## config.mk

```make
export PLATFORM = sky130hd
export DESIGN_NAME = k5StackTop
export DESIGN_NICKNAME = d
export VERILOG_FILES = /design/src/k5StackPkg.sv /design/src/k5StackTop.sv /design/src/ledBlinker.sv /design/src/sysTimerBlock.sv /design/src/gpioBlock.sv /design/src/usiBus.sv
export VERILOG_INCLUDE_DIRS = /design/src
export SDC_FILE = /design/constraint.sdc
export NUM_CORES = 1
export LEC_CHECK = 0
export BUFFER_PORTS_ARGS = -buffer_cell sky130_fd_sc_hd__buf_4
export CORE_UTILIZATION = 40
export CTS_CLUSTER_SIZE = 28
export DETAILED_ROUTE_END_ITERATION = 10
export SETUP_SLACK_MARGIN = 0.5
export SLEW_MARGIN = 20
export SYNTH_ARGS = -nofsm -noshare
export SYNTH_HDL_FRONTEND = slang
export SYNTH_SLANG_ARGS = --single-unit
```

## constraint.sdc

```tcl
create_clock -name iSCLK -period 4.8 [get_ports iSCLK]
set_clock_uncertainty 0.1 [all_clocks]
set_input_delay 0.72 -clock iSCLK [delete_from_list [all_inputs] [get_ports iSCLK]]
set_output_delay 0.72 -clock iSCLK [all_outputs]
set_load 0.02 [all_outputs]
```

## src/k5Stack_defs.svh

```systemverilog
// K5Stack control backbone definitions

`ifndef K5STACK_DEFS_SVH
`define K5STACK_DEFS_SVH

// --------------------------------------------------
// USI bus geometry
// --------------------------------------------------
`define USI_BUS_WIDTH     32
`define BLOCK_ADRS_LSB    16
`define BLOCK_ADRS_WIDTH  3
`define CSR_ACTIVE_WIDTH  8
`define GPIO_WIDTH        3

// Block address map, codes 1 2 3 5 unmapped
`define GPIO_ADRS_MAP      3'h0
`define SYSTIMER_ADRS_MAP  3'h4

// --------------------------------------------------
// CSR offsets
// --------------------------------------------------
`define GPIO_CSR_DATA  8'h00
`define GPIO_CSR_DIR   8'h04
`define GPIO_CSR_ALT   8'h08
`define GPIO_CSR_IN    8'h0C

`define TMR_CSR_CTRL   8'h00
`define TMR_CSR_COUNT  8'h04
`define TMR_CSR_CMP    8'h08
`define TMR_CSR_FLAG   8'h0C

// Heartbeat divider, half period of 25M cycles
`define LED_CNT_MAX  24999999

`endif
```

## src/k5StackPkg.sv

```systemverilog
// K5Stack shared types

`default_nettype none

`include "k5Stack_defs.svh"

package k5StackPkg;

  // --------------------------------------------------
  // USI bus words
  // --------------------------------------------------
  typedef logic [`USI_BUS_WIDTH-1:0] usiData_t;
  typedef logic [`USI_BUS_WIDTH-1:0] usiAdrs_t;

  // Address fields
  typedef logic [`BLOCK_ADRS_WIDTH-1:0] blockSel_t;
  typedef logic [`CSR_ACTIVE_WIDTH-1:0] csrAdrs_t;

  // One bit per pin
  typedef logic [`GPIO_WIDTH-1:0] gpio_t;

endpackage

`default_nettype wire

```

## src/k5StackTop.sv

```systemverilog
// K5Stack control backbone top

`timescale 1ns/1ps
`default_nettype none

`include "k5Stack_defs.svh"

module k5StackTop #(
  parameter int unsigned pLedCntMax = `LED_CNT_MAX
) (
  input  wire                   iSCLK,
  input  wire                   qnARST,
  input  logic                  pllLocked,
  // External USI master
  input  k5StackPkg::usiAdrs_t  usiAdrs,
  input  k5StackPkg::usiData_t  usiWd,
  input  logic                  usiWe,
  output k5StackPkg::usiData_t  usiRd,
  // GPIO pins
  input  k5StackPkg::gpio_t     gpioIn,
  output k5StackPkg::gpio_t     gpioOut,
  output k5StackPkg::gpio_t     gpioOe
);

  k5StackPkg::csrAdrs_t csrAdrs;
  k5StackPkg::usiData_t csrWd;
  logic                 gpioWe;
  logic                 timerWe;
  k5StackPkg::usiData_t gpioRd;
  k5StackPkg::usiData_t timerRd;
  logic                 matchFlag;
  logic                 led;
  k5StackPkg::gpio_t    altSrc;

  // --------------------------------------------------
  // Bus and slaves
  // --------------------------------------------------
  usiBus usiBus_i (
    .iSCLK(iSCLK),     .qnARST(qnARST),
    .usiAdrs(usiAdrs), .usiWd(usiWd),     .usiWe(usiWe),   .usiRd(usiRd),
    .csrAdrs(csrAdrs), .csrWd(csrWd),
    .gpioWe(gpioWe),   .timerWe(timerWe),
    .gpioRd(gpioRd),   .timerRd(timerRd)
  );

  gpioBlock gpioBlock_i (
    .iSCLK(iSCLK),     .qnARST(qnARST),
    .csrAdrs(csrAdrs), .csrWd(csrWd),     .csrWe(gpioWe),  .csrRd(gpioRd),
    .gpioIn(gpioIn),   .altSrc(altSrc),
    .gpioOut(gpioOut), .gpioOe(gpioOe)
  );

  sysTimerBlock sysTimerBlock_i (
    .iSCLK(iSCLK),     .qnARST(qnARST),
    .csrAdrs(csrAdrs), .csrWd(csrWd),     .csrWe(timerWe), .csrRd(timerRd),
    .matchFlag(matchFlag)
  );

  // Heartbeat
  ledBlinker #(
    .pCntMax(pLedCntMax)
  ) ledBlinker_i (
    .iSCLK(iSCLK), .qnARST(qnARST), .led(led)
  );

  // Alternate sources, pin 0 lock, pin 1 timer match, pin 2 heartbeat
  assign altSrc = {led, matchFlag, pllLocked};

endmodule

`default_nettype wire

```

## src/ledBlinker.sv

```systemverilog
// Heartbeat LED divider

`timescale 1ns/1ps
`default_nettype none

`include "k5Stack_defs.svh"

module ledBlinker #(
  parameter int unsigned pCntMax = `LED_CNT_MAX
) (
  input  wire  iSCLK,
  input  wire  qnARST,
  output logic led
);

  localparam int lpCntWidth = (pCntMax > 0) ? $clog2(pCntMax + 1) : 1;

  logic [lpCntWidth-1:0] rCnt;
  logic                  cntWrap;

  assign cntWrap = (rCnt == lpCntWidth'(pCntMax));

  // Level flips once per pCntMax+1 cycles
  always_ff @(posedge iSCLK, negedge qnARST)
  begin
    if (!qnARST)
    begin
      rCnt <= '0;
      led  <= 1'b0;
    end
    else if (cntWrap)
    begin
      rCnt <= '0;
      led  <= ~led;
    end
    else
      rCnt <= rCnt + 1'b1;
  end

endmodule

`default_nettype wire

```

## src/sysTimerBlock.sv

```systemverilog
// System timer block

`timescale 1ns/1ps
`default_nettype none

`include "k5Stack_defs.svh"

module sysTimerBlock (
  input  wire                   iSCLK,
  input  wire                   qnARST,
  // CSR port
  input  k5StackPkg::csrAdrs_t  csrAdrs,
  input  k5StackPkg::usiData_t  csrWd,
  input  logic                  csrWe,
  output k5StackPkg::usiData_t  csrRd,
  // Compare status
  output logic                  matchFlag
);

  logic                 rEn;
  k5StackPkg::usiData_t rCount;
  k5StackPkg::usiData_t rCmp;
  logic                 rFlag;
  logic                 ctrlWr;
  logic                 cntClr;
  logic                 flagClr;

  assign ctrlWr  = csrWe && (csrAdrs == `TMR_CSR_CTRL);
  // Bit 1 of control is a self-clearing counter reset
  assign cntClr  = ctrlWr && csrWd[1];
  assign flagClr = csrWe && (csrAdrs == `TMR_CSR_FLAG) && csrWd[0];

  // --------------------------------------------------
  // Control, compare and counter
  // --------------------------------------------------
  always_ff @(posedge iSCLK, negedge qnARST)
  begin
    if (!qnARST)
    begin
      rEn    <= 1'b0;
      rCmp   <= '0;
      rCount <= '0;
    end
    else
    begin
      if (ctrlWr)
        rEn <= csrWd[0];
      if (csrWe && (csrAdrs == `TMR_CSR_CMP))
        rCmp <= csrWd;
      if (cntClr)
        rCount <= '0;
      else if (rEn)
        rCount <= rCount + 1'b1;
    end
  end

  // Sticky match, a new match wins over a clear
  always_ff @(posedge iSCLK, negedge qnARST)
  begin
    if (!qnARST)
      rFlag <= 1'b0;
    else if (rEn && (rCount == rCmp))
      rFlag <= 1'b1;
    else if (flagClr)
      rFlag <= 1'b0;
  end

  // --------------------------------------------------
  // CSR read
  // --------------------------------------------------
  always_ff @(posedge iSCLK, negedge qnARST)
  begin
    if (!qnARST)
      csrRd <= '0;
    else
    begin
      case (csrAdrs)
        `TMR_CSR_CTRL:  csrRd <= k5StackPkg::usiData_t'(rEn);
        `TMR_CSR_COUNT: csrRd <= rCount;
        `TMR_CSR_CMP:   csrRd <= rCmp;
        `TMR_CSR_FLAG:  csrRd <= k5StackPkg::usiData_t'(rFlag);
        default:        csrRd <= '0;
      endcase
    end
  end

  assign matchFlag = rFlag;

  aHoldCount: assert property (@(posedge iSCLK) disable iff (!qnARST)
    (!rEn && !cntClr) |=> $stable(rCount))
    else $error("sysTimerBlock: count moved while disabled");

endmodule

`default_nettype wire

```

## src/gpioBlock.sv

```systemverilog
// GPIO block

`timescale 1ns/1ps
`default_nettype none

`include "k5Stack_defs.svh"

module gpioBlock (
  input  wire                   iSCLK,
  input  wire                   qnARST,
  // CSR port
  input  k5StackPkg::csrAdrs_t  csrAdrs,
  input  k5StackPkg::usiData_t  csrWd,
  input  logic                  csrWe,
  output k5StackPkg::usiData_t  csrRd,
  // Pins
  input  k5StackPkg::gpio_t     gpioIn,
  input  k5StackPkg::gpio_t     altSrc,
  output k5StackPkg::gpio_t     gpioOut,
  output k5StackPkg::gpio_t     gpioOe
);

  k5StackPkg::gpio_t rData;
  k5StackPkg::gpio_t rDir;
  k5StackPkg::gpio_t rAlt;
  k5StackPkg::gpio_t rSync1;
  k5StackPkg::gpio_t rSync2;
  logic              rAnyWrite;

  // --------------------------------------------------
  // CSR write
  // --------------------------------------------------
  always_ff @(posedge iSCLK, negedge qnARST)
  begin
    if (!qnARST)
    begin
      rData     <= '0;
      rDir      <= '0;
      rAlt      <= '0;
      rAnyWrite <= 1'b0;
    end
    else if (csrWe)
    begin
      rAnyWrite <= 1'b1;
      case (csrAdrs)
        `GPIO_CSR_DATA: rData <= csrWd[`GPIO_WIDTH-1:0];
        `GPIO_CSR_DIR:  rDir  <= csrWd[`GPIO_WIDTH-1:0];
        `GPIO_CSR_ALT:  rAlt  <= csrWd[`GPIO_WIDTH-1:0];
        default:        ;
      endcase
    end
  end

  // Two-flop input synchronizer
  always_ff @(posedge iSCLK, negedge qnARST)
  begin
    if (!qnARST)
    begin
      rSync1 <= '0;
      rSync2 <= '0;
    end
    else
    begin
      rSync1 <= gpioIn;
      rSync2 <= rSync1;
    end
  end

  // --------------------------------------------------
  // CSR read, upper bits zero
  // --------------------------------------------------
  always_ff @(posedge iSCLK, negedge qnARST)
  begin
    if (!qnARST)
      csrRd <= '0;
    else
    begin
      case (csrAdrs)
        `GPIO_CSR_DATA: csrRd <= k5StackPkg::usiData_t'(rData);
        `GPIO_CSR_DIR:  csrRd <= k5StackPkg::usiData_t'(rDir);
        `GPIO_CSR_ALT:  csrRd <= k5StackPkg::usiData_t'(rAlt);
        `GPIO_CSR_IN:   csrRd <= k5StackPkg::usiData_t'(rSync2);
        default:        csrRd <= '0;
      endcase
    end
  end

  // Per-pin alternate source select
  assign gpioOut = (rAlt & altSrc) | (~rAlt & rData);
  assign gpioOe  = rDir;

  aOeQuiet: assert property (@(posedge iSCLK) disable iff (!qnARST)
    !rAnyWrite |-> (gpioOe == '0))
    else $error("gpioBlock: gpioOe active before any CSR write");

endmodule

`default_nettype wire

```

## src/usiBus.sv

```systemverilog
// USI register bus

`timescale 1ns/1ps
`default_nettype none

`include "k5Stack_defs.svh"

module usiBus (
  input  wire                   iSCLK,
  input  wire                   qnARST,
  // Master side
  input  k5StackPkg::usiAdrs_t  usiAdrs,
  input  k5StackPkg::usiData_t  usiWd,
  input  logic                  usiWe,
  output k5StackPkg::usiData_t  usiRd,
  // Slave side
  output k5StackPkg::csrAdrs_t  csrAdrs,
  output k5StackPkg::usiData_t  csrWd,
  output logic                  gpioWe,
  output logic                  timerWe,
  input  k5StackPkg::usiData_t  gpioRd,
  input  k5StackPkg::usiData_t  timerRd
);

  k5StackPkg::blockSel_t reqBlk;
  k5StackPkg::blockSel_t rBlk1;
  // Block field lined up with slave read registers
  k5StackPkg::blockSel_t rBlk2;

  assign reqBlk = usiAdrs[`BLOCK_ADRS_LSB +: `BLOCK_ADRS_WIDTH];

  // --------------------------------------------------
  // Stage 1 request register and write decode
  // --------------------------------------------------
  always_ff @(posedge iSCLK, negedge qnARST)
  begin
    if (!qnARST)
    begin
      rBlk1   <= '0;
      csrAdrs <= '0;
      csrWd   <= '0;
      gpioWe  <= 1'b0;
      timerWe <= 1'b0;
    end
    else
    begin
      rBlk1   <= reqBlk;
      csrAdrs <= usiAdrs[`CSR_ACTIVE_WIDTH-1:0];
      csrWd   <= usiWd;
      gpioWe  <= usiWe && (reqBlk == `GPIO_ADRS_MAP);
      timerWe <= usiWe && (reqBlk == `SYSTIMER_ADRS_MAP);
    end
  end

  // --------------------------------------------------
  // Stages 2 and 3 read return
  // --------------------------------------------------
  always_ff @(posedge iSCLK, negedge qnARST)
  begin
    if (!qnARST)
    begin
      rBlk2 <= '0;
      usiRd <= '0;
    end
    else
    begin
      rBlk2 <= rBlk1;
      case (rBlk2)
        `GPIO_ADRS_MAP:     usiRd <= gpioRd;
        `SYSTIMER_ADRS_MAP: usiRd <= timerRd;
        default:            usiRd <= '0;
      endcase
    end
  end

  // One slave at most takes a write
  aOneStrobe: assert property (@(posedge iSCLK) disable iff (!qnARST)
    !(gpioWe && timerWe))
    else $error("usiBus: gpioWe and timerWe both high");

endmodule

`default_nettype wire

```

==> out/qor.csv <==
stage,metric,value,unit
status,status,"complete, no violations",
setup_path,CP dominant cell by count,or4_1,
cts,H-tree depth,1,
setup_path,CP max FO,20,
global_routing,Total GRT Usage,16.4,%
cts,Root Driver,clkbuf_16,
cts,Post-CTS Setup Inserts,0,
cells_and_area,Synth-to-Final Area Change,20.8,%
cells_and_area,fill count,1884,
cts,clock latency on the worst-skew pair,520,ps
sta,Slew HR,32.4,%
synthesis,Synth Register Bits,222,
place,dpl hpwl,11900,microns
setup_path,Setup CP Type,reg -> reg,
sta,fin. max-slew vios,0,
floorplan,die width,150,microns
synthesis,post-synth cell types,39,
synthesis,Post-synth EDFFs,0,
place,GPL Wtd Cong,0.819,
routing,vias after detailed routing,5490,
cells_and_area,Final Instance Area,0.0105,sq mm
floorplan,die area,0.0224,sq mm
cells_and_area,layout cells sized above 1,25.3,%
setup_path,startpoint type of the worst setup path,flop,
floorplan,Starting Density,41.1,%
synthesis,main flop type after synthesis,dfrtp_1,
floorplan,core box area,0.0212,sq mm
global_routing,vias in the first global route,5566,
synthesis,Yosys warnings,0,
setup_path,CP bufs+invs,0,
setup_path,CP cell instances,ha_1 -> nand3_1 -> or4_1 -> or4_1 -> a21oi_1,
cts,Clock Pin Slew Worst Setup and Hold Paths,60,ps
synthesis,cell count after synthesis,669,
worst_hold_path,min-delay worst type,in -> async,
synthesis,Mean Syn Cell Area,13.0,sq um
routing,WL per Instance,16.9,microns
routing,Initial DRC Count,252,
synthesis,post-synthesis sequential area ratio,63.7,%
setup_path,CP arrival,2990,ps
setup_path,required time worst endpoint,5140,ps
routing,Routed WL,17700,microns
sta,final setup vio count,0,
floorplan,Top Ports,109,
global_routing,pin count of the biggest net entering global routing,137,
power,PwrDens,380,mW/mm^2
cts,clk sinks,222,
global_routing,antenna violations before repair,0,
power,worst vdd ir,0.000231,V
routing,Via density,5.25,
cells_and_area,n_diodes,0,
sta,Tmin final,2650,ps
sta,Slew @ Worst Pin,1010,ps
setup_path,Crit. End Element,flop,
setup_path,Critical Path Slowest Stage Cell,or4_1,
power,P_leak,5.13,nW
cts,PostCTS Resize Cnt,0,
synthesis,ys async rst share,100,%
sta,RSZ-0062 raised after global routing,no,
synthesis,Synthesized Nets,742,
global_routing,grt total ovfl,0,
sta,Sum Neg Setup Slack,0,ps
global_routing,global-route wire length before repair,28600,microns
routing,drt first pass iters,5,
floorplan,die outline height,150,microns
sta,f_max,377,MHz
setup_path,"delay-heaviest family, CP",simple AND/OR/NAND/NOR gates,
cells_and_area,Multi-input gate area,0.00296,sq mm
synthesis,synthesized area,0.00872,sq mm
sta,"Hold Vio Cnt, Final",0,
routing,DRC,0,
setup_path,crit-path max cell delay,870,ps
cts,Clock Path Buffers,3,
cts,CTS tree,built,
floorplan,Rows,53,
cells_and_area,nets,828,
sta,crit share post-route,55.3,%
cts,CTS Buf Count,25,
cells_and_area,Seq. cell area,0.00556,sq mm
flow_run,Max-Cap Viols,0,
routing,DRT antenna net count,0,
cts,CTS Hold Bufs,0,
place,I/O Buffers,87,
place,placed cell area,0.00962,sq mm
[per-layer routing]
layer	vias up	share of wire (%)	global-route usage, %
met5	-	0	0
met4	0	2.6	5.97
met3	34	5.6	2.44
met2	185	45	25.0
met1	2713	47	23.8
li1	2558	-	-
[power by group]
part / internal [mW] / switching [mW] / leakage, nW
clock: 1.26 / 0.722 / 0.433
sequential: 1.90 / 0.0208 / 2.97
combinational: 0.0462 / 0.0588 / 1.73
[layout by cell type, fill, tap and decap left out, types with 2 or more instances in the layout]
cell         n
dfrtp_1    222
buf_4       94
mux2_2      44
xor2_1      41
and2_1      33
a22o_1      31
nor2_1      27
a21oi_1     25
clkbuf_16   25
nand3_1     21
or4_1       21
nand2_1     20
o31ai_1     19
xnor2_1     17
nand4_1     15
o21ai_0     12
inv_1       11
nor4_1      11
or3_1       11
mux2i_1      8
nor3_1       8
and3_1       7
clkbuf_8     6
mux4_2       4
and4_1       4
clkinv_2     4
bufinv_16    4
nor4b_1      3
or2_2        2
nor4bb_1     2
ha_1         2
[area by class of cell]
| cell class | count | area share (%) |
|---|---|---|
| Clock buffer | 32 | 6.76 |
| Tap cell | 275 | 3.27 |
| Multi-Input combinational cell | 399 | 28.1 |
| Inverter | 11 | 0.392 |
| Sequential cell | 222 | 52.8 |
| Clock inverter | 11 | 1.57 |
| Timing Repair Buffer | 96 | 7.11 |
[cell families (layout without fill, tap and decap cells)]
kind of cell    count (synthesis)  in the layout  synth area share [%]
buf+inv                        48            150                  2.50
fa+ha+maj                       2              2                 0.287
simple gates                  194            194                  12.9
xor+xnor                       58             58                  5.83
mux                            57             57                  7.81
flops                         222            222                  63.7
compound gates                 88             88                  6.96
[synth_stat cells, drive strengths merged, types with 2 or more instances]
| library cell | number | area, sq um |
|---|---|---|
| xor2 | 41 | 359 |
| a21oi | 25 | 125 |
| and4 | 4 | 35.0 |
| xnor2 | 17 | 149 |
| clkbuf | 29 | 111 |
| nand3 | 22 | 115 |
| o31ai | 19 | 143 |
| buf | 8 | 65.1 |
| or2 | 3 | 18.8 |
| nor3 | 9 | 45.0 |
| mux2 | 45 | 510 |
| dfrtp | 222 | 5560 |
| nand2 | 20 | 75.1 |
| nor2 | 27 | 101 |
| nand4 | 15 | 93.8 |
| or3 | 11 | 68.8 |
| a22o | 31 | 272 |
| or4 | 22 | 169 |
| nor4 | 12 | 75.1 |
| o21ai | 12 | 60.1 |
| nor4bb | 2 | 20.0 |
| mux4 | 4 | 90.1 |
| mux2i | 8 | 80.1 |
| and3 | 7 | 43.8 |
| and2 | 33 | 206 |
| inv | 11 | 41.3 |
| nor4b | 3 | 26.3 |
| ha | 2 | 25.0 |
[registers in the layout, indices dropped and copies added (netlist names)]
signal,flops
gpioBlock_i.rAlt,3
usiBus_i.gpioWe,1
usiBus_i.csrAdrs,8
sysTimerBlock_i.rCmp,32
usiBus_i.rBlk1,3
gpioBlock_i.rSync1,3
usiBus_i.rBlk2,3
sysTimerBlock_i.rCount,32
gpioBlock_i.rData,3
sysTimerBlock_i.rEn,1
gpioBlock_i.rSync2,3
gpioBlock_i.gpioOe,3
ledBlinker_i.rCnt,25
sysTimerBlock_i.matchFlag,1
gpioBlock_i.csrRd,3
ledBlinker_i.led,1
sysTimerBlock_i.csrRd,32
usiBus_i.usiRd,32
usiBus_i.csrWd,32
usiBus_i.timerWe,1
[per-stage QoR]
| stage | cells | power, mW | hold slack (ps) | util (%) | worst slack (ps) |
|---|---|---|---|---|---|
| final | 1046 | 4.00 | 66.1 | 49.6 | 2150 |
| after global routing | 1046 | 4.16 | 112 | 49.6 | 2000 |
| after CTS | 1045 | 4.06 | 186 | 49.5 | 2160 |
| after detailed placement | 1002 | 2.06 | 239 | 45.3 | 2160 |
| after global placement | 1002 | 2.06 | 235 | 45.3 | 2230 |
| after floorplan | 669 | 1.97 | 231 | - | 2570 |
[worst paths after layout]
| path | slack (ps) | startpoint | cells past startpoint | to |
|---|---|---|---|---|
| worst max-delay path | 2150 | sysTimerBlock_i.rCount[0]$_DFFE_PN0P_ | 5 | sysTimerBlock_i.rCount[22]$_DFFE_PN0P_ |
| min in group iSCLK | 210 | usiAdrs[3] | 1 | usiBus_i.csrAdrs[3]$_DFF_PN0_ |
| worst max register to register | 2150 | sysTimerBlock_i.rCount[0]$_DFFE_PN0P_ | 5 | sysTimerBlock_i.rCount[22]$_DFFE_PN0P_ |
| worst min-delay path | 70 | qnARST | 1 | usiBus_i.usiRd[1]$_DFF_PN0_ |
| worst min register to register | 240 | gpioBlock_i.rSync1[0]$_DFF_PN0_ | 0 | gpioBlock_i.rSync2[0]$_DFF_PN0_ |
| max in group asynchronous | 3420 | qnARST | 3 | usiBus_i.csrWd[21]$_DFF_PN0_ |
(Power assumes the default switching activity.)
